--- config.mk ---
export PLATFORM = sky130hd
export DESIGN_NAME = trdb_encoder
export DESIGN_NICKNAME = d
export VERILOG_FILES = /design/src/verilog/trdb_pkg.sv /design/src/verilog/trdb_retire_pipe.sv /design/src/verilog/trdb_itype_detector.sv /design/src/verilog/trdb_addr_tracker.sv /design/src/verilog/trdb_packet_emitter.sv /design/src/verilog/trdb_encoder.sv
export VERILOG_INCLUDE_DIRS = /design/src /design/src/verilog
export SDC_FILE = /design/constraint.sdc
export NUM_CORES = 1
export LEC_CHECK = 0
export BUFFER_PORTS_ARGS = -buffer_cell sky130_fd_sc_hd__buf_2
export CORE_ASPECT_RATIO = 0.75
export CORE_UTILIZATION = 53
export CTS_CLUSTER_SIZE = 12
export DETAILED_ROUTE_END_ITERATION = 12
export HOLD_SLACK_MARGIN = 0.05
export PLACE_DENSITY = 0.76
export SLEW_MARGIN = 10
export SYNTH_ARGS = -nofsm -noshare
export SYNTH_HDL_FRONTEND = slang
export SYNTH_SLANG_ARGS = --single-unit
export TNS_END_PERCENT = 20
--- constraint.sdc ---
create_clock -name clk_i -period 3.6 [get_ports clk_i]
set_input_delay 0.36 -clock clk_i [delete_from_list [all_inputs] [get_ports clk_i]]
set_output_delay 0.36 -clock clk_i [all_outputs]
set_load 0.1 [all_outputs]
--- src/verilog/trdb_cfg.svh ---
// ******************************
// build-time sizes of the trace encoder
// include wherever the widths are needed
// ******************************

`ifndef TRDB_CFG_SVH
`define TRDB_CFG_SVH

// address and instruction word width
// one word on rv32 cores
`define TRDB_XLEN 32

// branch map depth
// a full map forces a branch-only packet
// must stay below 32 so the count fits in 5 bits
`define TRDB_BRANCH_MAP_LEN 31

`endif

--- src/verilog/trdb_pkg.sv ---
// ******************************
// shared types and opcode constants of the trace encoder
// ******************************

`include "trdb_cfg.svh"

package trdb_pkg;

    // widths with a meaning
    typedef logic [`TRDB_XLEN-1:0] trdb_addr_t;
    typedef logic [`TRDB_XLEN-1:0] trdb_insn_t;
    typedef logic [$clog2(`TRDB_BRANCH_MAP_LEN + 1)-1:0] trdb_bcount_t;
    // bit i holds the outcome of the i-th branch to arrive
    typedef logic [`TRDB_BRANCH_MAP_LEN-1:0] trdb_bmap_t;

    // one retired instruction as reported by the core
    typedef struct packed {
        trdb_addr_t iaddr;
        trdb_insn_t insn;
        logic       compressed;
        logic       exception;
    } trdb_retire_t;

    // packet formats, loosely after the e-trace numbering
    typedef enum logic [1:0] {
        FMT_BRANCH = 2'd1,
        FMT_ADDR   = 2'd2,
        FMT_SYNC   = 2'd3
    } trdb_format_e;

    // address is full for sync, a delta for addr, zero for branch
    typedef struct packed {
        trdb_format_e format;
        trdb_bcount_t branch_count;
        trdb_bmap_t   branch_map;
        trdb_addr_t   address;
    } trdb_packet_t;

    typedef enum logic {
        IDLE,
        RUN
    } trdb_emit_state_e;

    // conditional branches, rv32i
    localparam trdb_insn_t MASK_BEQ        = 32'h0000_707f;
    localparam trdb_insn_t MATCH_BEQ       = 32'h0000_0063;
    localparam trdb_insn_t MASK_BNE        = 32'h0000_707f;
    localparam trdb_insn_t MATCH_BNE       = 32'h0000_1063;
    localparam trdb_insn_t MASK_BLT        = 32'h0000_707f;
    localparam trdb_insn_t MATCH_BLT       = 32'h0000_4063;
    localparam trdb_insn_t MASK_BGE        = 32'h0000_707f;
    localparam trdb_insn_t MATCH_BGE       = 32'h0000_5063;
    localparam trdb_insn_t MASK_BLTU       = 32'h0000_707f;
    localparam trdb_insn_t MATCH_BLTU      = 32'h0000_6063;
    localparam trdb_insn_t MASK_BGEU       = 32'h0000_707f;
    localparam trdb_insn_t MATCH_BGEU      = 32'h0000_7063;
    // pulp immediate-compare branches
    localparam trdb_insn_t MASK_P_BEQIMM   = 32'h0000_707f;
    localparam trdb_insn_t MATCH_P_BEQIMM  = 32'h0000_2063;
    localparam trdb_insn_t MASK_P_BNEIMM   = 32'h0000_707f;
    localparam trdb_insn_t MATCH_P_BNEIMM  = 32'h0000_3063;
    // compressed branches live in the low half
    localparam trdb_insn_t MASK_C_BEQZ     = 32'h0000_e003;
    localparam trdb_insn_t MATCH_C_BEQZ    = 32'h0000_c001;
    localparam trdb_insn_t MASK_C_BNEZ     = 32'h0000_e003;
    localparam trdb_insn_t MATCH_C_BNEZ    = 32'h0000_e001;
    // indirect jump
    localparam trdb_insn_t MASK_JALR       = 32'h0000_707f;
    localparam trdb_insn_t MATCH_JALR      = 32'h0000_0067;

endpackage

--- src/verilog/trdb_retire_pipe.sv ---
// ******************************
// two-deep store of retired records
// presents the tc/nc pair with a one-cycle strobe
// ******************************

`timescale 1ns/1ps

module trdb_retire_pipe (
    input  logic                  clk_i,
    input  logic                  arst_n_i,
    input  logic                  retire_valid_i,
    input  trdb_pkg::trdb_retire_t retire_i,
    output trdb_pkg::trdb_retire_t tc_o,
    output trdb_pkg::trdb_retire_t nc_o,
    output logic                  pair_valid_o
);

    import trdb_pkg::*;

    // set once the first record is in
    logic         fill_q;
    logic         pair_valid_q;
    trdb_retire_t tc_q;
    trdb_retire_t nc_q;

    // control state
    always_ff @(posedge clk_i or negedge arst_n_i) begin
        if (!arst_n_i) begin
            fill_q       <= 1'b0;
            pair_valid_q <= 1'b0;
        end else begin
            // a pair exists only when an older record was already held
            pair_valid_q <= retire_valid_i && fill_q;
            if (retire_valid_i) begin
                fill_q <= 1'b1;
            end
        end
    end

    // record payload
    always_ff @(posedge clk_i) begin
        if (retire_valid_i) begin
            // nc ages into tc
            tc_q <= nc_q;
            nc_q <= retire_i;
        end
    end

    assign tc_o         = tc_q;
    assign nc_o         = nc_q;
    assign pair_valid_o = pair_valid_q;

endmodule

--- src/verilog/trdb_itype_detector.sv ---
// ******************************
// classifies the tc/nc pair for the emitter
// purely combinational, read only while the pair is valid
// ******************************

`timescale 1ns/1ps

module trdb_itype_detector (
    input  trdb_pkg::trdb_retire_t tc_i,
    input  trdb_pkg::trdb_retire_t nc_i,
    output logic                  nc_branch_o,
    output logic                  tc_branch_taken_o,
    output logic                  nc_updiscon_o
);

    import trdb_pkg::*;

    // fall-through address of tc
    trdb_addr_t tc_seq_addr;
    logic       nc_is_jalr;
    logic       nc_is_rv_branch;
    logic       nc_is_pulp_branch;
    logic       nc_is_c_branch;

    // base isa conditional branches
    assign nc_is_rv_branch =
        ((nc_i.insn & MASK_BEQ)  == MATCH_BEQ)  ||
        ((nc_i.insn & MASK_BNE)  == MATCH_BNE)  ||
        ((nc_i.insn & MASK_BLT)  == MATCH_BLT)  ||
        ((nc_i.insn & MASK_BGE)  == MATCH_BGE)  ||
        ((nc_i.insn & MASK_BLTU) == MATCH_BLTU) ||
        ((nc_i.insn & MASK_BGEU) == MATCH_BGEU);

    // pulp extension
    assign nc_is_pulp_branch =
        ((nc_i.insn & MASK_P_BEQIMM) == MATCH_P_BEQIMM) ||
        ((nc_i.insn & MASK_P_BNEIMM) == MATCH_P_BNEIMM);

    // c.beqz / c.bnez
    assign nc_is_c_branch =
        ((nc_i.insn & MASK_C_BEQZ) == MATCH_C_BEQZ) ||
        ((nc_i.insn & MASK_C_BNEZ) == MATCH_C_BNEZ);

    assign nc_branch_o = nc_is_rv_branch || nc_is_pulp_branch || nc_is_c_branch;

    // half-word step for compressed code
    assign tc_seq_addr = tc_i.iaddr + (tc_i.compressed ? trdb_addr_t'(2) : trdb_addr_t'(4));

    // taken when nc is not the fall-through
    assign tc_branch_taken_o = (nc_i.iaddr != tc_seq_addr);

    // target of jalr cannot be inferred from the binary
    assign nc_is_jalr    = ((nc_i.insn & MASK_JALR) == MATCH_JALR);
    assign nc_updiscon_o = nc_is_jalr || nc_i.exception;

endmodule

--- src/verilog/trdb_addr_tracker.sv ---
// ******************************
// last reported address and the delta of nc from it
// loaded whenever the emitter sends an address
// ******************************

`timescale 1ns/1ps

module trdb_addr_tracker (
    input  logic                clk_i,
    input  logic                arst_n_i,
    input  trdb_pkg::trdb_addr_t nc_iaddr_i,
    input  logic                addr_sent_i,
    input  trdb_pkg::trdb_addr_t report_addr_i,
    output trdb_pkg::trdb_addr_t addr_diff_o
);

    import trdb_pkg::*;

    // address carried by the newest sync or addr packet
    trdb_addr_t last_addr_q;

    // loads on the same edge the packet is registered
    always_ff @(posedge clk_i or negedge arst_n_i) begin
        if (!arst_n_i) begin
            last_addr_q <= '0;
        end else if (addr_sent_i) begin
            last_addr_q <= report_addr_i;
        end
    end

    // wraps modulo 2^xlen, decoder adds it back the same way
    assign addr_diff_o = nc_iaddr_i - last_addr_q;

endmodule

--- src/verilog/trdb_packet_emitter.sv ---
// ******************************
// branch map accumulation and packet generation
// one sync after reset, then addr and branch packets per pair
// ******************************

`timescale 1ns/1ps

`include "trdb_cfg.svh"

module trdb_packet_emitter (
    input  logic                  clk_i,
    input  logic                  arst_n_i,
    input  logic                  pair_valid_i,
    input  trdb_pkg::trdb_addr_t   tc_iaddr_i,
    input  trdb_pkg::trdb_addr_t   nc_iaddr_i,
    input  logic                  nc_branch_i,
    input  logic                  tc_branch_taken_i,
    input  logic                  nc_updiscon_i,
    input  trdb_pkg::trdb_addr_t   addr_diff_i,
    output logic                  addr_sent_o,
    output trdb_pkg::trdb_addr_t   report_addr_o,
    output logic                  packet_valid_o,
    output trdb_pkg::trdb_packet_t packet_o
);

    import trdb_pkg::*;

    trdb_emit_state_e state_q;
    trdb_emit_state_e state_d;
    // detector flags of the previous nc, now describing tc
    logic             tc_is_branch_q;
    logic             tc_updiscon_q;
    trdb_bmap_t       bmap_q;
    trdb_bmap_t       bmap_d;
    trdb_bcount_t     bcount_q;
    trdb_bcount_t     bcount_d;
    // map after appending the tc outcome
    trdb_bmap_t       bmap_upd;
    trdb_bcount_t     bcount_upd;
    logic             emit;
    trdb_packet_t     packet_d;
    logic             packet_valid_q;
    trdb_packet_t     packet_q;

    // append tc outcome at the current fill level
    always_comb begin
        bmap_upd   = bmap_q;
        bcount_upd = bcount_q;
        if (tc_is_branch_q) begin
            bmap_upd[bcount_q] = tc_branch_taken_i;
            bcount_upd         = bcount_q + trdb_bcount_t'(1);
        end
    end

    // emission rules, sync first, then updiscon over full map
    always_comb begin
        state_d  = state_q;
        bmap_d   = bmap_q;
        bcount_d = bcount_q;
        emit     = 1'b0;
        packet_d = '0;
        if (pair_valid_i) begin
            if (state_q == IDLE) begin
                // full address of the oldest instruction
                emit             = 1'b1;
                packet_d.format  = FMT_SYNC;
                packet_d.address = tc_iaddr_i;
                bmap_d           = '0;
                bcount_d         = '0;
                state_d          = RUN;
            end else if (tc_updiscon_q) begin
                // delta to the jump target plus the partial map
                emit                  = 1'b1;
                packet_d.format       = FMT_ADDR;
                packet_d.branch_count = bcount_upd;
                packet_d.branch_map   = bmap_upd;
                packet_d.address      = addr_diff_i;
                bmap_d                = '0;
                bcount_d              = '0;
            end else if (bcount_upd == trdb_bcount_t'(`TRDB_BRANCH_MAP_LEN)) begin
                // map full, flush without address
                emit                  = 1'b1;
                packet_d.format       = FMT_BRANCH;
                packet_d.branch_count = bcount_upd;
                packet_d.branch_map   = bmap_upd;
                bmap_d                = '0;
                bcount_d              = '0;
            end else begin
                bmap_d   = bmap_upd;
                bcount_d = bcount_upd;
            end
        end
    end

    // state, flags and map
    always_ff @(posedge clk_i or negedge arst_n_i) begin
        if (!arst_n_i) begin
            state_q        <= IDLE;
            tc_is_branch_q <= 1'b0;
            tc_updiscon_q  <= 1'b0;
            bmap_q         <= '0;
            bcount_q       <= '0;
            packet_valid_q <= 1'b0;
        end else begin
            packet_valid_q <= emit;
            if (pair_valid_i) begin
                state_q        <= state_d;
                tc_is_branch_q <= nc_branch_i;
                tc_updiscon_q  <= nc_updiscon_i;
                bmap_q         <= bmap_d;
                bcount_q       <= bcount_d;
            end
        end
    end

    // packet payload
    always_ff @(posedge clk_i) begin
        if (emit) begin
            packet_q <= packet_d;
        end
    end

    // tracker reloads whenever an address goes out
    assign addr_sent_o   = emit && (packet_d.format != FMT_BRANCH);
    // sync reports tc, addr reports the jump target in nc
    assign report_addr_o = (state_q == IDLE) ? tc_iaddr_i : nc_iaddr_i;

    assign packet_valid_o = packet_valid_q;
    assign packet_o       = packet_q;

endmodule

--- src/verilog/trdb_encoder.sv ---
// ******************************
// trace encoder top level
// retire strobe in, one packet per emission out
// ******************************

`timescale 1ns/1ps

module trdb_encoder (
    input  logic                  clk_i,
    input  logic                  arst_n_i,
    input  logic                  retire_valid_i,
    input  trdb_pkg::trdb_retire_t retire_i,
    output logic                  packet_valid_o,
    output trdb_pkg::trdb_packet_t packet_o
);

    import trdb_pkg::*;

    // current and next instruction
    trdb_retire_t tc;
    trdb_retire_t nc;
    logic         pair_valid;
    // detector flags
    logic         nc_branch;
    logic         tc_branch_taken;
    logic         nc_updiscon;
    // address feedback loop
    trdb_addr_t   addr_diff;
    logic         addr_sent;
    trdb_addr_t   report_addr;

    trdb_retire_pipe i_retire_pipe (
        .clk_i          (clk_i),
        .arst_n_i       (arst_n_i),
        .retire_valid_i (retire_valid_i),
        .retire_i       (retire_i),
        .tc_o           (tc),
        .nc_o           (nc),
        .pair_valid_o   (pair_valid)
    );

    trdb_itype_detector i_itype_detector (
        .tc_i              (tc),
        .nc_i              (nc),
        .nc_branch_o       (nc_branch),
        .tc_branch_taken_o (tc_branch_taken),
        .nc_updiscon_o     (nc_updiscon)
    );

    trdb_addr_tracker i_addr_tracker (
        .clk_i         (clk_i),
        .arst_n_i      (arst_n_i),
        .nc_iaddr_i    (nc.iaddr),
        .addr_sent_i   (addr_sent),
        .report_addr_i (report_addr),
        .addr_diff_o   (addr_diff)
    );

    trdb_packet_emitter i_packet_emitter (
        .clk_i             (clk_i),
        .arst_n_i          (arst_n_i),
        .pair_valid_i      (pair_valid),
        .tc_iaddr_i        (tc.iaddr),
        .nc_iaddr_i        (nc.iaddr),
        .nc_branch_i       (nc_branch),
        .tc_branch_taken_i (tc_branch_taken),
        .nc_updiscon_i     (nc_updiscon),
        .addr_diff_i       (addr_diff),
        .addr_sent_o       (addr_sent),
        .report_addr_o     (report_addr),
        .packet_valid_o    (packet_valid_o),
        .packet_o          (packet_o)
    );

endmodule

# --- Word level (Yosys, flattened, before mapping) ---
# Cells that the tools add are included.
word_totals:
  ff_bits: 227
  in_bits: 69
classes:
  n_addsub: 3
  magnitude_cmp: 2
  n_eq_ne: 14
  mux: 24
  reduce_logical: 14
op_table:
  columns: ["cell", "count"]
  rows:
  - ["$mux W31", 4]
  - ["$mux W32", 3]
  - ["$mux W70", 1]
  - ["$eq A10 B10 Y1 const B", 4]
  - ["$mux W38", 1]
  - ["$mux W37", 1]
  - ["$mux W36", 1]
  - ["$add A32 B3 Y32", 1]
  - ["$ne A32 B32 Y1", 1]
  - ["$sub A32 B32 Y32", 1]
  - ["$bwmux W31", 1]
  - ["$eq A10 B7 Y1 const B", 2]
  - ["$eq A10 B9 Y1 const B", 2]
  - ["$mux W5", 4]
  - ["$eq A5 B5 Y1 const B", 3]
  - ["$eq A10 B8 Y1 const B", 1]
  - ["$logic_or A1 B1 Y1", 10]
  - ["$lt A5 B6 Y1 const B", 1]
  - ["$add A5 B1 Y5 const B", 1]
  - ["$demux W1 S5", 1]
  - ["$ge A5 B1 Y1 const B", 1]
  - ["$mux W1", 5]
  - ["$logic_and A1 B1 Y1", 3]
  - ["$mux W3", 1]
  - ["other kinds (3)", 3]

# --- Longest topological paths before layout ---
depth:
  ltp_word: 12
  ltp_mapped: 13
  depth_no_buf: 13

# --- By module ---
# From an unflattened synthesis, not the netlist that was laid out.
hier_totals:
  cells_unflattened: 1264
  area_unflattened_um2: 13887.1
modules_own_cells:
  columns: ["module", "instances", "cells_per_inst", "area_per_inst_um2"]
  rows:
  - ["trdb_packet_emitter", 1, 575, 5650.4]
  - ["trdb_retire_pipe", 1, 136, 4027.6]
  - ["trdb_addr_tracker", 1, 375, 2955.3]
  - ["trdb_itype_detector", 1, 178, 1253.7]

# --- Least setup slack after synthesis ---
# No wires, ideal clock.
synth_path:
  path_type: "register to register"
  from: "reg i_retire_pipe.tc_q, in the netlist i_retire_pipe.tc_o[1]"
  to: "reg i_packet_emitter.packet_q, in the netlist i_packet_emitter.packet_o[47], data pin"
  setup_ns: 0.282
  arrival_time_ns: 3.576
  t_required_ns: 3.318
  path_slack_ns: -0.259
  stages_incl_launch_ff: 14
  n_path_buf: 1
  period_less_slack_ns: 3.859
  path_cell_list: "edfxtp_1 -> ha_1 -> inv_1 -> fa_1 -> nand3b_1 -> nor3_1 -> xnor2_1 -> nor3_1 -> a2111oi_2 -> nand4_1 -> or4_4 -> a2111oi_4 -> buf_6 -> a211oi_2"
synth_between:
  elab_chain_len: 7
synth_rtl:
  columns: ["item", "line", "source"]
  rows:
  - ["start: declaration", "trdb_retire_pipe.sv:23", "trdb_retire_t tc_q;"]
  - ["start signal: assignment", "trdb_retire_pipe.sv:44", "tc_q <= nc_q;"]
  - ["$mux W3 (*)", "trdb_itype_detector.sv:47", "assign tc_seq_addr = tc_i.iaddr + (tc_i.compressed ? trdb_addr_t'(2) : trdb_addr_t'(4));"]
  - ["$add A32 B3 Y32 (*)", "trdb_itype_detector.sv:47", null]
  - ["$ne A32 B32 Y1 (*)", "trdb_itype_detector.sv:50", "assign tc_branch_taken_o = (nc_i.iaddr != tc_seq_addr);"]
  - ["$bwmux W31 (*)", "trdb_packet_emitter.sv:50", "bmap_upd[bcount_q] = tc_branch_taken_i;"]
  - ["$mux W31 (*)", "trdb_packet_emitter.sv:49", "if (tc_is_branch_q) begin"]
  - ["$mux W37", "trdb_packet_emitter.sv:80", "end else if (bcount_upd == trdb_bcount_t'(`TRDB_BRANCH_MAP_LEN)) begin"]
  - ["$mux W38 (*)", "trdb_packet_emitter.sv:71", "end else if (tc_updiscon_q) begin"]
  - ["end signal: assignment", "trdb_packet_emitter.sv:119", "packet_q <= packet_d;"]
  - ["end: declaration", "trdb_packet_emitter.sv:43", "trdb_packet_t packet_q;"]
# Mark *: on every way between the ends. The rest lies on a longest branch, timed or not.
# A chain may end at the register's enable or synchronous reset.

# --- Worst setup path in the final report ---
layout_path:
  from: "reg i_retire_pipe.tc_q, in the netlist i_retire_pipe.tc_o[35]"
  to: "reg i_packet_emitter.packet_q, in the netlist i_packet_emitter.packet_o[62], data pin"
layout_between:
  elab_chain_len: 6
layout_rtl:
  columns: ["item", "line"]
  rows:
  - ["$add A32 B3 Y32 (*)", "trdb_itype_detector.sv:47"]
  - ["$ne A32 B32 Y1 (*)", "trdb_itype_detector.sv:50"]
  - ["$bwmux W31 (*)", "trdb_packet_emitter.sv:50"]
  - ["$mux W31 (*)", "trdb_packet_emitter.sv:49"]
  - ["$mux W37", "trdb_packet_emitter.sv:80"]
  - ["$mux W38 (*)", "trdb_packet_emitter.sv:71"]
# Marks and branches as above.

==> flow_summary.ini <==
[status]
status = complete, but fails checks
violations = negative setup slack

[sta]
hold_violations = 0
slew_headroom = 0.276
clock_skew_ns = 0.0148
finalCritPeriodShare = 1.01
final_max_slew_viol_count = 0
timing.fmax_mhz = 276
period_minus_slack_ns = 3.63
rsz0062_at_grt = true
worst_slack_ns = -0.0284
tightest_slew_ns = 1.09
final-setup-viol-count = 21

[layout]
antenna-diode-count = 0
area_delta_synth_final_pct = 19.8
nNetsFinal = 1425
fill_cells = 1722
postLayoutCoreUtil = 0.653
drive_gt1_frac = 0.222

[setup_path]
crit_path_max_fanout = 12
path_cells = ha_2 > inv_2 > fa_2 > nand3b_1 > nor3_2 > buf_4 > xnor2_1 > nor3_1 > a2111oi_2 > nand4_1 > or4_4 > a2111oi_4 > buf_12 > buf_12 > a211oi_2
cp_common_cell = buf_12
worst_setup_path_end_kind = flop
required_ns = 3.87
max_stage_delay_ns = 0.50
critPathLaunchType = flop
slowest_stage = or4_4
path_class = flop to flop
worstPathArrival_ns = 3.90

[detailed_routing]
postRouteAntennaNets = 0
drt_iter0_drc = 1069
routedWlPerCell_um = 17.8
vias = 9223
vias_per_cell = 5.66
firstDrtPassIters = 5
drc = 0
wirelength_um = 29000

[power]
totalPowerFinal_uw = 7440
p_leak_uw = 0.00597
ir_drop_mv = 0.345
power_density_nw_per_um2 = 511

[cts]
clockBufferDepth = 3
cts.htree.levels = 1
cts_sinks = 222
clk_latency_ns = 0.53
numCtsBuffers = 24
cts_tree = yes
cts_root_buffer = clkbuf_16
clkTransAtPathRegs_ns = 0.06

[logic_synthesis]
synth.cells.most_frequent = edfxtp_1 (148), nand2_1 (134), o21ai_0 (99)
syn_area_um2 = 12100
ys_top_cells_by_area = edfxtp_1 (37%), dfrtp_1 (15%), nand2_1 (4.1%)
async_flop_share = 0.333
ys_seq_area_frac = 0.518
syn_nets = 1234
yosysWarningCount = 0
ys_ff_latch = 222
synth_top_area_cell = edfxtp_1
synth-edff-count = 148
syn_inst = 1126
synthDominantCellAreaShare = 0.366
yosysMostFrequentCell = edfxtp_1
synth_flop_cell = edfxtp_1
synth.avg_cell_area_um2 = 10.8
synthDistinctLibCells = 72

[flow_run]
maxCapViolations = 0

[global_routing]
grt_pass1_wl_um = 46300
grt_pass1_vias = 8823
grt.overflow.total = 0
grt_max_degree = 81
antenna_found_initial = 0
grtUsageTotal = 0.249

[floorplan]
dieHeight_um = 133
initial_utilization = 0.545
ioPinCount = 140
rows = 47
die_w_um = 177
core_area_um2 = 22300
die_area_um2 = 23500

[placed_design]
io_buffers = 118
gp_congestion = 0.926
post-dp-hpwl_um = 19700

[min_path]
hp-class = primary input to asynchronous set/reset pin
-- metal layers --
metal / routed length, um / global-route usage / vias up
met4: 654 / 0.0685 / 0
met2: 13100 / 0.387 / 352
li1: - / - / 4450
met1: 13100 / 0.364 / 4370
met5: 0 / 0 / -
met3: 2180 / 0.0374 / 51
-- logic make-up after synthesis --
group | synth area share
simple gates | 0.130
compound gates | 0.184
flops | 0.518
buf+inv | 0.0461
xor+xnor | 0.0548
fa+ha+maj | 0.0414
mux | 0.0256
-- per-stage QoR --
| stage | hold WS, ns | setup TNS (ns) | std cells | cell area (um^2) | setup WS (ns) |
|---|---|---|---|---|---|
| after global placement | 0.442 | -1.10 | 1537 | 13300 | -0.0464 |
| after floorplan | 0.0644 | -3.38 | 1126 | 12200 | -0.113 |
| final | 0.451 | -0.379 | 1629 | 14500 | -0.0284 |
| after detailed placement | 0.451 | -3.06 | 1537 | 13300 | -0.0984 |
| after CTS | 0.464 | -1.37 | 1628 | 14500 | -0.0583 |
| after global routing | 0.496 | -9.93 | 1629 | 14500 | -0.231 |
-- final cells by class --
cell class	count	area [um^2]	area share
clock buffers	36	656	0.0451
clock inverters	8	53.8	0.00370
inverters	81	304	0.0209
multi-input cells	773	5340	0.367
flip-flops and latches	222	6300	0.433
well taps	294	368	0.0253
repair buffers	215	1530	0.105
-- layout by cell type, fill, tap and decap left out, types with 45 or more instances in the layout --
cell           instances
o21ai_0               99
nand2_1              133
dlygate4sd3_1         46
inv_1                 79
dfrtp_1               73
edfxtp_1             148
buf_4                 45
buf_2                116
nor2_1                86
xnor2_1               48
-- power by group --
group	switching, uW	leakage (uW)	internal, uW	total (uW)
Sequential	160	0.00241	2990	3150
Clock	983	0.000338	1260	2240
Combinational	1380	0.00322	673	2050
Total	2520	0.00597	4920	7440
-- registers in the layout (all words and copies together), names as in the netlist, 5 cells and up --
| name | flops |
|---|---|
| i_packet_emitter.packet_o | 70 |
| i_packet_emitter.bcount_q | 5 |
| i_packet_emitter.bmap_q | 31 |
| i_retire_pipe.nc_o | 45 |
| i_addr_tracker.last_addr_q | 32 |
| i_retire_pipe.tc_o | 33 |
-- worst max-delay path: cells and delay by family (launching register included) --
family / cells / cell delay, ns
AOI/OAI and AO/OA: 3 / 0.56
buffers and inverters: 4 / 0.52
and+or+nand+nor: 5 / 1.23
adders and majority gates: 2 / 0.57
DFF: 1 / 0.36
xor gates and xnor gates: 1 / 0.11
-- repair_timing --
item                                    CTS  global route
setup buffers                             1             1
gates resized for setup                   1             2
hold buffers                             46             0
pin swaps                                 0             2
endpoints found under the setup margin   41            64
endpoints found under the hold margin    99             0
-- worst paths after layout --
kind,start,to,slack [ns],cells past startpoint
setup / recovery,i_retire_pipe.tc_o[35]$_DFFE_PP_,i_packet_emitter.packet_o[62]$_SDFFCE_PN0P_,-0.03,15
hold / removal,arst_n_i,i_packet_emitter.packet_valid_o$_DFF_PN0_,0.45,2
setup reg to reg,i_retire_pipe.tc_o[35]$_DFFE_PP_,i_packet_emitter.packet_o[62]$_SDFFCE_PN0P_,-0.03,15
hold reg to reg,i_retire_pipe.fill_q$_DFFE_PN0P_,i_retire_pipe.fill_q$_DFFE_PN0P_,0.47,1
max in group asynchronous,arst_n_i,i_addr_tracker.last_addr_q[9]$_DFFE_PN0P_,2.33,3
min in group clk_i,i_retire_pipe.fill_q$_DFFE_PN0P_,i_retire_pipe.fill_q$_DFFE_PN0P_,0.47,1
Power figures use the tool's default switching activity.
